**config.mk**
```make
export PLATFORM = sky130hd
export DESIGN_NAME = pin_bank
export DESIGN_NICKNAME = d
export VERILOG_FILES = /design/src/pin_pkg.sv /design/src/pulse_timer.sv /design/src/pin_channel.sv /design/src/pin_bank.sv
export VERILOG_INCLUDE_DIRS = /design/src /design/src/src
export SDC_FILE = /design/constraint.sdc
export NUM_CORES = 1
export LEC_CHECK = 0
export BUFFER_PORTS_ARGS = -buffer_cell sky130_fd_sc_hd__buf_2
export CAP_MARGIN = 20
export CORE_AREA = 2 2 314 316
export CTS_CLUSTER_DIAMETER = 100
export DETAILED_ROUTE_END_ITERATION = 7
export DIE_AREA = 0 0 316 318
export PLACE_DENSITY = 0.48
export SYNTH_ARGS = -nofsm -noshare
export SYNTH_HDL_FRONTEND = slang
export SYNTH_SLANG_ARGS = --single-unit
```
**constraint.sdc**
```tcl
create_clock -name clk -period 3.2 [get_ports clk]
set_clock_uncertainty 0.15 [all_clocks]
set_input_delay 0.64 -clock clk [delete_from_list [all_inputs] [get_ports clk]]
set_output_delay 0.64 -clock clk [all_outputs]
set_load 0.03 [all_outputs]
```
**src/pin_config.svh**
```systemverilog
`ifndef PIN_CONFIG_SVH
`define PIN_CONFIG_SVH

// number of pulse channels in the bank.
`define PIN_COUNT 4

// host bus widths.
`define PIN_ADDR_WIDTH 21
`define PIN_DATA_WIDTH 16

// channel i sits at base address i * stride.
`define PIN_STRIDE 8

// register offsets from each channel base.
`define PIN_OFS_DUTY   1
`define PIN_OFS_ANTI   2
`define PIN_OFS_CYCLES 3
`define PIN_OFS_INF    4

`define PIN_ADDR_GLOBAL 0 // global command, bit 0 is run.

`endif

```
**src/pin_pkg.sv**
```systemverilog
`default_nettype none

`include "pin_config.svh"

package pin_pkg;

  // one word on the host data bus.
  // also the width of every register and counter.
  typedef logic [`PIN_DATA_WIDTH-1:0] pin_word_t;

  typedef logic [`PIN_ADDR_WIDTH-1:0] pin_addr_t; // host bus address.

  // pulse timer states, one-hot.
  typedef enum logic [2:0] {
    timer_idle = 3'b001,
    timer_high = 3'b010,
    timer_low  = 3'b100
  } timer_state_t;

endpackage

`default_nettype wire

```
**src/pulse_timer.sv**
```systemverilog
`timescale 1ns/1ps
`default_nettype none

// shapes the duty / anti-duty pulse train on a single pin.
module pulse_timer (
  input  logic               clk,
  input  logic               reset,
  input  logic               run,
  input  pin_pkg::pin_word_t duty,
  input  pin_pkg::pin_word_t anti_duty,
  input  pin_pkg::pin_word_t cycles,
  input  logic               run_inf,
  output logic               pin,
  output logic               busy
);
  import pin_pkg::*;

  timer_state_t state;
  timer_state_t next_state;

  pin_word_t cnt_duty;   // clocks left in the high phase.
  pin_word_t cnt_anti;   // clocks left in the low phase.
  pin_word_t cnt_cycles; // pulses left, frozen in run-forever mode.

  logic start_ok;
  logic duty_done;
  logic anti_done;
  logic last_cycle;
  logic enter_high;
  logic enter_low;
  logic run_done; // a finite run has ended, hold idle until run clears.

  // a run needs nonzero phases and either a count or the forever flag.
  assign start_ok = run && (duty != '0) && (anti_duty != '0) &&
                    ((cycles != '0) || run_inf);

  // compare with <= so a length of zero, written mid-run, still ends the phase.
  assign duty_done  = (cnt_duty <= pin_word_t'(1));
  assign anti_done  = (cnt_anti <= pin_word_t'(1));
  assign last_cycle = !run_inf && (cnt_cycles <= pin_word_t'(1));

  assign enter_high = (state != timer_high) && (next_state == timer_high);
  assign enter_low  = (state == timer_high) && (next_state == timer_low);

  assign busy = (state != timer_idle);

  always_comb begin
    next_state = state;
    if (!run) begin
      next_state = timer_idle; // stop right away.
    end else begin
      case (state)
        timer_idle: begin
          if (start_ok && !run_done)
            next_state = timer_high;
        end
        timer_high: begin
          if (duty_done)
            next_state = timer_low;
        end
        timer_low: begin
          if (anti_done)
            next_state = last_cycle ? timer_idle : timer_high;
        end
        default: next_state = timer_idle;
      endcase
    end
  end

  always_ff @(posedge clk) begin
    if (reset)
      state <= timer_idle;
    else
      state <= next_state;
  end

  // cleared with run, so each setting of the run bit gives one finite train.
  always_ff @(posedge clk) begin
    if (reset)
      run_done <= 1'b0;
    else if (!run)
      run_done <= 1'b0;
    else if (state == timer_low && next_state == timer_idle)
      run_done <= 1'b1;
  end

  // pin trails the state by one clock.
  // the run term pulls it low on the edge after run clears.
  always_ff @(posedge clk) begin
    if (reset)
      pin <= 1'b0;
    else
      pin <= run && (state == timer_high);
  end

  always_ff @(posedge clk) begin
    if (reset)
      cnt_duty <= '0;
    else if (enter_high)
      cnt_duty <= duty; // new duty value picked up here.
    else if (state == timer_high)
      cnt_duty <= cnt_duty - pin_word_t'(1);
  end

  always_ff @(posedge clk) begin
    if (reset)
      cnt_anti <= '0;
    else if (enter_low)
      cnt_anti <= anti_duty;
    else if (state == timer_low)
      cnt_anti <= cnt_anti - pin_word_t'(1);
  end

  // loaded once at start, counted down at the end of each low phase.
  always_ff @(posedge clk) begin
    if (reset) begin
      cnt_cycles <= '0;
    end else if (state == timer_idle && enter_high) begin
      cnt_cycles <= cycles;
    end else if (state == timer_low && enter_high && !run_inf) begin
      cnt_cycles <= cnt_cycles - pin_word_t'(1);
    end
  end

endmodule

`default_nettype wire

```
**src/pin_channel.sv**
```systemverilog
`timescale 1ns/1ps
`default_nettype none

`include "pin_config.svh"

// one channel: four registers at its base plus the pulse timer.
module pin_channel #(
  parameter pin_pkg::pin_addr_t POSITION = '0
) (
  input  logic               clk,
  input  logic               reset,
  input  pin_pkg::pin_addr_t addr,
  input  logic               write,
  input  pin_pkg::pin_word_t data_in,
  input  logic               run,
  output pin_pkg::pin_word_t read_data,
  output logic               pin
);
  import pin_pkg::*;

  // register map of this channel.
  localparam pin_addr_t addr_base   = POSITION;
  localparam pin_addr_t addr_duty   = POSITION + pin_addr_t'(`PIN_OFS_DUTY);
  localparam pin_addr_t addr_anti   = POSITION + pin_addr_t'(`PIN_OFS_ANTI);
  localparam pin_addr_t addr_cycles = POSITION + pin_addr_t'(`PIN_OFS_CYCLES);
  localparam pin_addr_t addr_inf    = POSITION + pin_addr_t'(`PIN_OFS_INF);

  pin_word_t duty;      // high length in clocks.
  pin_word_t anti_duty; // low length in clocks.
  pin_word_t cycles;    // pulses per run.
  pin_word_t run_inf;   // nonzero means repeat until run clears.

  logic busy;
  logic inf_mode;

  assign inf_mode = (run_inf != '0);

  // register writes, only on the write strobe.
  always_ff @(posedge clk) begin
    if (reset) begin
      duty      <= '0;
      anti_duty <= '0;
      cycles    <= '0;
      run_inf   <= '0;
    end else if (write) begin
      case (addr)
        addr_duty:   duty      <= data_in;
        addr_anti:   anti_duty <= data_in;
        addr_cycles: cycles    <= data_in;
        addr_inf:    run_inf   <= data_in;
        default:     ;
      endcase
    end
  end

  // readback is combinational here.
  // the bank registers the merged word.
  always_comb begin
    case (addr)
      addr_base:   read_data = pin_word_t'(busy); // status, bit 0 is busy.
      addr_duty:   read_data = duty;
      addr_anti:   read_data = anti_duty;
      addr_cycles: read_data = cycles;
      addr_inf:    read_data = run_inf;
      default:     read_data = '0;
    endcase
  end

  pulse_timer i_pulse_timer (
    .clk       (clk),
    .reset     (reset),
    .run       (run),
    .duty      (duty),
    .anti_duty (anti_duty),
    .cycles    (cycles),
    .run_inf   (inf_mode),
    .pin       (pin),
    .busy      (busy)
  );

endmodule

`default_nettype wire

```
**src/pin_bank.sv**
```systemverilog
`timescale 1ns/1ps
`default_nettype none

`include "pin_config.svh"

// top of the pin bank: global command, channel array, registered readback.
module pin_bank (
  input  logic                    clk,
  input  logic                    reset,
  input  pin_pkg::pin_addr_t      addr,
  input  logic                    write,
  input  pin_pkg::pin_word_t      data_in,
  output pin_pkg::pin_word_t      data_out,
  output logic [`PIN_COUNT-1:0]   pins
);
  import pin_pkg::*;

  localparam pin_addr_t addr_global = pin_addr_t'(`PIN_ADDR_GLOBAL);

  pin_word_t global_command; // bit 0 is the shared run bit.
  pin_word_t global_read;
  pin_word_t read_word;
  pin_word_t channel_read [`PIN_COUNT];

  logic run;

  assign run = global_command[0];

  always_ff @(posedge clk) begin
    if (reset)
      global_command <= '0;
    else if (write && addr == addr_global)
      global_command <= data_in;
  end

  assign global_read = (addr == addr_global) ? global_command : '0;

  for (genvar i = 0; i < `PIN_COUNT; i++) begin : g_channel
    pin_channel #(
      .POSITION (pin_addr_t'(i * `PIN_STRIDE))
    ) i_pin_channel (
      .clk       (clk),
      .reset     (reset),
      .addr      (addr),
      .write     (write),
      .data_in   (data_in),
      .run       (run),
      .read_data (channel_read[i]),
      .pin       (pins[i])
    );
  end

  // each source is zero unless addressed, so a plain OR merges them.
  always_comb begin
    read_word = global_read;
    for (int i = 0; i < `PIN_COUNT; i++)
      read_word = read_word | channel_read[i];
  end

  // one cycle of read latency.
  always_ff @(posedge clk) begin
    if (reset)
      data_out <= '0;
    else
      data_out <= read_word;
  end

endmodule

`default_nettype wire

```
### Yosys cells after proc, flatten, opt, wreduce, memory -nomap -nowiden

Cells that the tools add are included.

* register bits after elaboration: 500
* latch bits: 0
* RAM bits: 0
* ROM bits: 0
* word-level logic and storage cells: 282
* memories: 0

* add/subtract/negate cells: 12
* multiply operators: 0
* div/mod/pow operators: 0
* magnitude comparators: 12
* equality and inequality tests: 51
* shift-type cells: 0
* mux-type cells: 53
* bitwise logic cells: 5
* reduce and logical (&&, ||, !) cells: 107

Operators with widths (count)
* 16-bit two-way mux: 25
* 16-bit one-hot mux with 5 select lines: 4
* 16-bit nonzero test: 16
* 21-bit by 5-bit equality test with 1-bit output (second input constant): 10
* 16-bit by 1-bit <= comparator with 1-bit output (second input constant): 12
* 16-bit by 1-bit subtractor with 16-bit output (second input constant): 12
* 21-bit by 4-bit equality test with 1-bit output (second input constant): 5
* 16-bit bitwise OR: 4
* 1-bit logical AND: 49
* 3-bit two-way mux: 16
* 21-bit by 2-bit equality test with 1-bit output (second input constant): 2
* 3-bit one-hot mux with 3 select lines: 4
* 2-bit AND reduction: 16
* 3-bit by 1-bit equality test with 1-bit output (second input constant): 8
* 3-bit by 2-bit equality test with 1-bit output (second input constant): 8
* 3-bit equality test (second input constant): 8
* 2-bit nonzero test: 12
* 21-bit by 1-bit equality test with 1-bit output (second input constant): 1
* 21-bit by 3-bit equality test with 1-bit output (second input constant): 1
* 21-bit logical NOT: 1
* 3-bit by 1-bit inequality test with 1-bit output (second input constant): 4
* 3-bit by 2-bit inequality test with 1-bit output (second input constant): 4
* 1-bit logical NOT: 8
* 2-bit two-way mux: 4
* other kinds (3): 6

### Depth between registers and ports, before layout

Gate-level depths: netlist (run 1).

* depth in word-level cells: 14
* gate-level depth with buffers: 11
* mapped depth without buffers: 9

### Modules after synthesis

From an unflattened synthesis (run 1), not the netlist that was laid out.

* cell total of the unflattened synthesis: 2974
* area, all modules: 26703.1 µm²

By module, submodules not included
* pulse_timer: times used 4, cells each 394, area each 3161.8 µm²
* pin_channel at g_channel[3].i_pin_channel: times used 1, cells each 318, area each 3200.6 µm²
* pin_channel at g_channel[1].i_pin_channel: times used 1, cells each 306, area each 3178.0 µm²
* pin_channel at g_channel[2].i_pin_channel: times used 1, cells each 310, area each 3141.8 µm²
* pin_channel at g_channel[0].i_pin_channel: times used 1, cells each 310, area each 3139.3 µm²
* pin_bank: times used 1, cells each 154, area each 1396.3 µm²

### Worst setup path before layout (run 1)

OpenSTA, ideal clock, no wires.

* path type: input-to-reg
* from: input addr[16]
* to: register g_channel[2].i_pin_channel.cycles[10]
* data arrival time: 2838 ps
* required time: 2980 ps
* path slack: 142 ps
* cell stages on the path: 8
* path buffers: 2
* path through: nor4_1 or3b_2 nor3_1 and3_1 clkbuf_1 clkbuf_1 nand2_1 a21oi_1

* longest elaborated chain between the ends: 2

RTL lines
* start: declaration: RTL line pin_bank.sv:10 `input pin_pkg::pin_addr_t addr,`
* 21-bit by 5-bit equality test with 1-bit output: RTL line pin_channel.sv:46 `case (addr)`
* 2-bit AND reduction (no source line)
* end signal: assignment: RTL line pin_channel.sv:49 `addr_cycles: cycles <= data_in;`
* end: declaration: RTL line pin_channel.sv:30 `pin_word_t cycles;`

No other way between the ends.
A chain may end at the register's enable or synchronous reset.

### Final worst setup path (run 1)

* from: register g_channel[2].i_pin_channel.i_pulse_timer.cnt_anti[2]
* to: register g_channel[2].i_pin_channel.i_pulse_timer.cnt_duty[9]

* longest elaborated chain between the ends: 7

RTL lines
* start: declaration: RTL line pulse_timer.sv:22 `pin_word_t cnt_anti;`
* start signal: assignment: RTL line pulse_timer.sv:109 `cnt_anti <= anti_duty;`
* start signal: assignment: RTL line pulse_timer.sv:111 `cnt_anti <= cnt_anti - pin_word_t'(1);`
* 16-bit by 1-bit <= comparator with 1-bit output *: RTL line pulse_timer.sv:39 `assign anti_done = (cnt_anti <= pin_word_t'(1));`
* 3-bit two-way mux *: RTL line pulse_timer.sv:62 `if (anti_done)`
* 3-bit one-hot mux with 3 select lines *: RTL line pulse_timer.sv:52 `case (state)`
* 3-bit two-way mux *: RTL line pulse_timer.sv:49 `if (!run) begin`
* 3-bit by 2-bit equality test with 1-bit output *: RTL line pulse_timer.sv:42 `assign enter_high = (state != timer_high) && (next_state == timer_high);`
* 1-bit logical AND *: RTL line pulse_timer.sv:42
* 16-bit two-way mux / 2-bit nonzero test (equally long branches)
* end signal: assignment: RTL line pulse_timer.sv:100 `cnt_duty <= duty;`
* end signal: assignment: RTL line pulse_timer.sv:102 `cnt_duty <= cnt_duty - pin_word_t'(1);`
* end: declaration: RTL line pulse_timer.sv:21 `pin_word_t cnt_duty;`

Every way passes the cells marked *; elsewhere a longest branch is shown, timed or not.

==> run_results.csv, run 1 <==
group,metric,value,unit
detailed_routing,dr_total_vias,23870,
global_routing,grt_util_all_layers,18.70,%
pwr,p_leak,10.08,nW
floorplan,die-width,316,µm
synth,ys.flop_type,"dfxtp_1",
cells_and_area,final_cell_count_no_fill,4545,
synth,yosysSeqAreaShare,41.52,%
clocking,post_cts_buffers,0,
clocking,clockBufferDepth,3,
sta,rsz0062_at_grt,"no",
clocking,clockRootBuffer,"clkbuf_16",
setup_path,crit_required,3560,ps
sta,hold-worst-slack,269.1,ps
cells_and_area,syn_to_final_growth,20.65,%
run_status,status,"finished, violations left",
synth,synth_fa_ha_area_share,1.245,%
sta,fmax,0.3337,GHz
setup_path,crit_type,"reg -> reg",
global_routing,grt-ovfl-total,0,
setup_path,end_kind,"flip-flop",
clocking,clkTransAtPathRegs,60,ps
floorplan,row_count,115,
sta,setup_ws,203.7,ps
floorplan,start_util,24.75,%
cells_and_area,nets,3278,
detailed_routing,first_iter_violations,2368,
hold_path,hold_path_class,"in -> reg",
synth,syn-instance-count,3102,
sta,period_share,93.63,%
synth,synthMuxAreaShare,2.107,%
placement,dp_cells,4440,
detailed_routing,routed_via_density,5.253,
run_status,violations,"DRC",
sta,slew_headroom,43.16,%
setup_path,path_max_fanout,14,
sta,setup_viol,0,
clocking,cts_tree,"built",
run,max-cap-violations,0,
synth,yosys.cell_count.top_type,"nand2_1",
setup_path,cp.arrival,3360,ps
floorplan,num_io_pins,60,
placement,placed_area,27080,µm²
placement,numPortBuffers,59,
clocking,cts.sinks,500,
sta,slew_viol_final,0,
pwr,finalPower,13.66,mW
hold_path,min_to,"g_channel[2].i_pin_channel.i_pulse_timer.state[2]$_SDFF_PP0_",
floorplan,die-area,100500,µm²
detailed_routing,firstDrtPassIters,8,
clocking,cts_buffers,59,
global_routing,grt_max_degree,91,
sta,tns,0,ps
synth,synth_top_family_by_area,"simple AND/OR/NAND/NOR gates",
synth,synth_compound_area_share,20.77,%
floorplan,fp.dieH,318,µm
synth,yosys_warnings,0,
pwr,pwr_density_cell,469.6,nW/µm²
synth,netlist_top_cells_count,"573 x nand2_1, 500 x dfxtp_1, 382 x a21oi_1",
synth,syn-num-nets,3166,
setup_path,crit_path_start_kind,"flip-flop",
cells_and_area,drive_gt1_share,13.33,%
synth,async_flop_share,0,%
setup_path,rr_worst_depth,7,
placement,dpl_worst_slack,72.49,ps
synth,yosysTopAreaCellShare,41.52,%
cells_and_area,finish.instance_area,29090,µm²
synth,synth_edf_count,0,
synth,synth-simple-area-share,26.94,%
synth,yosysUniqueCellTypes,86,
detailed_routing,wl,96850,µm
detailed_routing,drc_errors,9,
placement,gp_congestion,0.8806,
synth,synthXorXnorAreaFrac,2.906,%
synth,synth_area_leaders,"dfxtp_1 42%, nand2_1 8.9%, a21oi_1 7.9%, nor2_1 3.8%, nand3_1 3.4%",
hold_path,holdCritStartpoint,"reset",
sta,hold_viol,0,
cells_and_area,post-route-util,29.86,%
global_routing,grt_pass1_wl,145000,µm
pwr,vdd_drop_max,424.7,µV
setup_path,rrSetupSlack,200,ps
global_routing,antenna_found_initial,6,
global_routing,grt_pass1_vias,22180,
synth,synth.largest_area_cell,"dfxtp_1",
clocking,htreeDepth,2,
placement,dp_hpwl,68760,µm
synth,synth-seq-cells,500,
floorplan,core-area,97410,µm²
synth,avgSynthCellArea,7.773,µm²
sta,tightest_slew,844.8,ps
sta,period_minus_slack,2996,ps
clocking,clk_latency,640,ps
synth,syn_area,24110,µm²
detailed_routing,routedWlPerCell,21.31,µm
detailed_routing,drtAntennaViolNets,0,
hold_path,min_delay_path_depth,2,
-- what timing repair did --
item                                   in CTS  in global routing
hold buffers                                0                  0
endpoints found under the hold margin       0                  0
resized for setup                           0                  5
setup endpoints to repair                   0                 12
-- routing by layer --
| metal | up-vias | routed length [µm] | track usage [%] |
|---|---|---|---|
| met2 | 812 | 42220 | 28.26 |
| met1 | 11490 | 45760 | 27.55 |
| met4 | 2 | 1808 | 4.160 |
| li1 | 11460 | - | - |
| met5 | - | 13 | 0 |
| met3 | 109 | 7041 | 3.059 |
-- flip-flops by register name, indices dropped and copies added, names as in the netlist --
signal,count
global_command,16
g_channel.i_pin_channel.i_pulse_timer.cnt_anti,64
g_channel.i_pin_channel.run_inf,64
g_channel.i_pin_channel.i_pulse_timer.cnt_duty,64
g_channel.i_pin_channel.i_pulse_timer.run_done,4
g_channel.i_pin_channel.i_pulse_timer.state,12
g_channel.i_pin_channel.i_pulse_timer.pin,4
g_channel.i_pin_channel.i_pulse_timer.cnt_cycles,64
data_out,16
g_channel.i_pin_channel.anti_duty,64
g_channel.i_pin_channel.cycles,64
g_channel.i_pin_channel.duty,64
-- area by class of cell --
type | instances | area, µm²
well taps | 1287 | 1610
multi-input cells | 2329 | 13080
clock inverters | 24 | 350.3
clock buffers | 80 | 1635
repair buffers | 284 | 2247
flip-flops and latches | 500 | 10010
inverters | 40 | 150.1
fillers | 10430 | 68320
diodes | 1 | 2.502
-- placed cells by master, fill, tap and decap left out, drive strengths merged, types with 34 or more instances in the layout --
cell type and count:
xor2 34, or4 34, nor2 245, clkbuf 80, buf 284, a31oi 47
nand4 37, mux2i 44, dfxtp 500, or3 34, a21oi 382, nand2 574
a211oi 85, o21ai 52, nor4 120, nand3 163, xnor2 46, inv 39
nor3 70
-- worst max-delay path by stage --
stage | from | endpoint | cells past startpoint
floorplan | addr[16] | g_channel[2].i_pin_channel.cycles[10]$_SDFFE_PP0P_ | 8
global placement | addr[16] | data_out[14]$_SDFF_PP0_ | 10
CTS | flip-flop | flip-flop | 7
detailed placement | addr[16] | data_out[14]$_SDFF_PP0_ | 10
global route | g_channel[3].i_pin_channel.run_inf[2]$_SDFFE_PP0P_ | flip-flop | 8
finish | flip-flop | flip-flop | 7
-- worst max-delay path, cell delays in order (launching register included) --
cell and delay (ps):
dfxtp_1 360, or4_1 580, nor3_1 470, nand4_1 190
o22ai_1 360, nand2_1 380, nor3_1 310, nor3_1 70
-- cell families after synthesis --
kind of cell               after synthesis
xor gates and xnor gates                80
AOI/OAI and AO/OA                      792
DFF                                    500
and+or+nand+nor                       1383
adders and majority gates               24
buffers and inverters                  273
muxes                                   50
-- power by group --
| part | switching [mW] | internal [mW] | leakage (nW) |
|---|---|---|---|
| logic | 0.316 | 0.0734 | 5.08 |
| clock network | 2.85 | 4.20 | 0.970 |
| registers | 0.00000152 | 6.22 | 4.02 |
| total | 3.16 | 10.5 | 10.1 |
No activity file was read; power rests on OpenSTA's default activity.
==> inputs of run 2 (changes only) <==
Settings changed: CORE_AREA 2 2 314 316 to 2 2 330 332, DIE_AREA 0 0 316 318 to 0 0 332 334, SYNTH_HIERARCHICAL set to 1.
==> run 2 against run 1 <==
Effect of this change: first-iteration DRC count decreased by 9.8%; cell count increased by 0.35%; routed wire length decreased by 0.24%; synthesized area increased by 11%; the run still ends with DRC left.
==> run_results.csv, run 2 <==
group,metric,value,unit
run_status,status,"finished, violations left",
run_status,violations,"DRC",
setup_path,cp_cell_sequence,"nor4_1 -> nand4_1 -> buf_4 -> nor4b_1 -> nand3_1 -> buf_4 -> nand3_4 -> mux2i_1 -> a2111oi_1",
floorplan,num_io_pins,60,
sta,tightest_slew,848.5,ps
global_routing,grt_pass1_wl,146200,µm
detailed_routing,firstDrtPassIters,8,
synth,yosys.cell_count.top_type,"dfxtp_1",
clocking,htreeDepth,2,
synth,avgSynthCellArea,8.979,µm²
hold_path,hold_path_class,"in -> reg",
synth,synth_area_leaders,"dfxtp_1 37%, mux2i_1 11%, nand2b_1 8.1%, nor2_1 3.1%, nor4_1 2.9%",
placement,dp_hpwl,70700,µm
synth,yosys_warnings,6,
synth,synth_edf_count,0,
detailed_routing,drtAntennaViolNets,0,
setup_path,crit_required,3560,ps
run,max-cap-violations,0,
cells_and_area,post-route-util,29.44,%
detailed_routing,first_iter_violations,2135,
setup_path,path_max_fanout,10,
cells_and_area,mostFrequentLayoutCells,"499 x dfxtp_1, 345 x nand2b_1, 282 x mux2i_1",
cells_and_area,num_antenna_cells,0,
global_routing,grt_util_all_layers,16.79,%
synth,netlist_top_cells_count,"500 x dfxtp_1, 345 x nand2b_1, 282 x mux2i_1",
synth,synth-seq-cells,500,
synth,ys.flop_type,"dfxtp_1",
sta,slew_headroom,43.37,%
pwr,p_leak,12.14,nW
setup_path,rrSetupSlack,210,ps
setup_path,crit_top_cell,"buf_4",
setup_path,max_stage_delay,490,ps
clocking,clockBufferDepth,3,
setup_path,cp.arrival,3350,ps
floorplan,start_util,24.77,%
floorplan,row_count,121,
synth,async_flop_share,0,%
setup_path,cp.buffers_inverters,2,
cells_and_area,drive_gt1_share,15.25,%
global_routing,antenna_found_initial,2,
floorplan,fp.dieH,334,µm
synth,yosysSeqAreaShare,37.48,%
cells_and_area,nets,3161,
placement,dp_cells,4449,
floorplan,die-width,332,µm
cells_and_area,final_cell_count_no_fill,4561,
sta,period_share,93.42,%
clocking,cts_tree,"built",
synth,yosysTopAreaCellShare,37.48,%
sta,setup_viol,0,
cells_and_area,syn_to_final_growth,18.84,%
detailed_routing,dr_total_vias,23770,
setup_path,end_kind,"flip-flop",
detailed_routing,routedWlPerCell,21.18,µm
clocking,clk_latency,640,ps
detailed_routing,wl,96620,µm
clocking,clockRootBuffer,"clkbuf_16",
floorplan,core-area,107800,µm²
global_routing,grt_max_degree,90,
placement,gp_congestion,0.8470,
clocking,cts_buffers,60,
sta,slew_viol_final,0,
synth,synth.largest_area_cell,"dfxtp_1",
global_routing,grt_pass1_vias,22590,
clocking,clkTransAtPathRegs,60,ps
detailed_routing,drc_errors,2,
sta,rsz0062_at_grt,"no",
floorplan,die-area,110900,µm²
synth,yosysUniqueCellTypes,75,
clocking,post_cts_buffers,0,
synth,syn-instance-count,2974,
setup_path,cp_slowest_cell,"nor4_1",
setup_path,crit_family,"simple AND/OR/NAND/NOR gates",
synth,syn_area,26700,µm²
sta,tns,0,ps
clocking,cts.sinks,500,
setup_path,crit_path_start_kind,"flip-flop",
pwr,vdd_drop_max,404.4,µV
setup_path,crit_type,"reg -> reg",
detailed_routing,routed_via_density,5.211,
pwr,pwr_density_cell,441.7,nW/µm²
global_routing,grt-ovfl-total,0,
cells_and_area,final_common_cell,"dfxtp_1",
sta,period_minus_slack,2989,ps
synth,syn-num-nets,3038,
pwr,finalPower,14.02,mW
sta,fmax,0.3345,GHz
placement,numPortBuffers,59,
sta,hold_viol,0,
==> run 2: final cells by class <==
cell class                 count  area, µm²
inverter                      35      131.4
clock inverter                17      277.8
tap                         1414       1769
clock buffer                  95       1793
timing repair buffer         241       1947
fill                       11460      76060
sequential                   500      10010
multi-input combinational   2259      15810
==> run 2: per-stage QoR <==
stage	hold WS [ps]	setup WS, ps	area, µm²
6_report	275.5	210.7	31730
4_1_cts	223.9	196.1	31700
5_1_grt	260.6	50.55	31730
3_5_place_dp	307.7	137.5	29630
3_3_place_gp	304.8	132.5	29630
2_1_floorplan	287.1	321.1	26700
==> run 2: cells by family (layout without fill, tap and decap cells) <==
kind of cell / count (synthesis) / in the layout / share of synthesized area, %
AOI/OAI and AO/OA: 548 / 548 / 14.08
xor gates and xnor gates: 64 / 64 / 2.099
adders and majority gates: 24 / 24 / 1.125
buffers and inverters: 215 / 388 / 3.645
DFF: 500 / 500 / 37.48
muxes: 335 / 335 / 12.85
and+or+nand+nor: 1288 / 1288 / 28.71
==> run 2: tightest hold or removal path: cells and delay by family <==
family	cells	cell delay [ps]
and+or+nand+nor	1	110
AOI/OAI and AO/OA	1	60
buffers and inverters	1	190
==> run 2: power by group <==
part	switching, mW	total (mW)	internal [mW]	leakage (nW)
Sequential	0.00000139	6.22	6.22	4.03
Clock	2.88	7.26	4.38	1.01
Combinational	0.364	0.538	0.174	7.10
Total	3.24	14.0	10.8	12.1
==> run 2: per-layer routing <==
metal	up-vias	global-route usage (%)	share of wire (%)
met5	-	0	0.013
met4	2	3.868	2.0
met3	119	2.835	6.1
met2	608	25.03	43
met1	11610	24.93	49
li1	11430	-	-
==> run 2: timing repair <==
item                       in CTS  in global routing
resized for setup               0                  8
setup endpoints to repair       0                 22
hold endpoints to repair        0                  0
hold buffers                    0                  0
==> run 2: worst paths after layout <==
kind,cells past startpoint,end,from
hold / removal,3,global_command[4]$_SDFFE_PP0P_,data_in[4]
setup / recovery,9,flip-flop,g_channel[0].i_pin_channel/run_inf[7]$_SDFFE_PP0P_
hold reg to reg,2,flip-flop,flip-flop
setup reg to reg,9,flip-flop,g_channel[0].i_pin_channel/run_inf[7]$_SDFFE_PP0P_
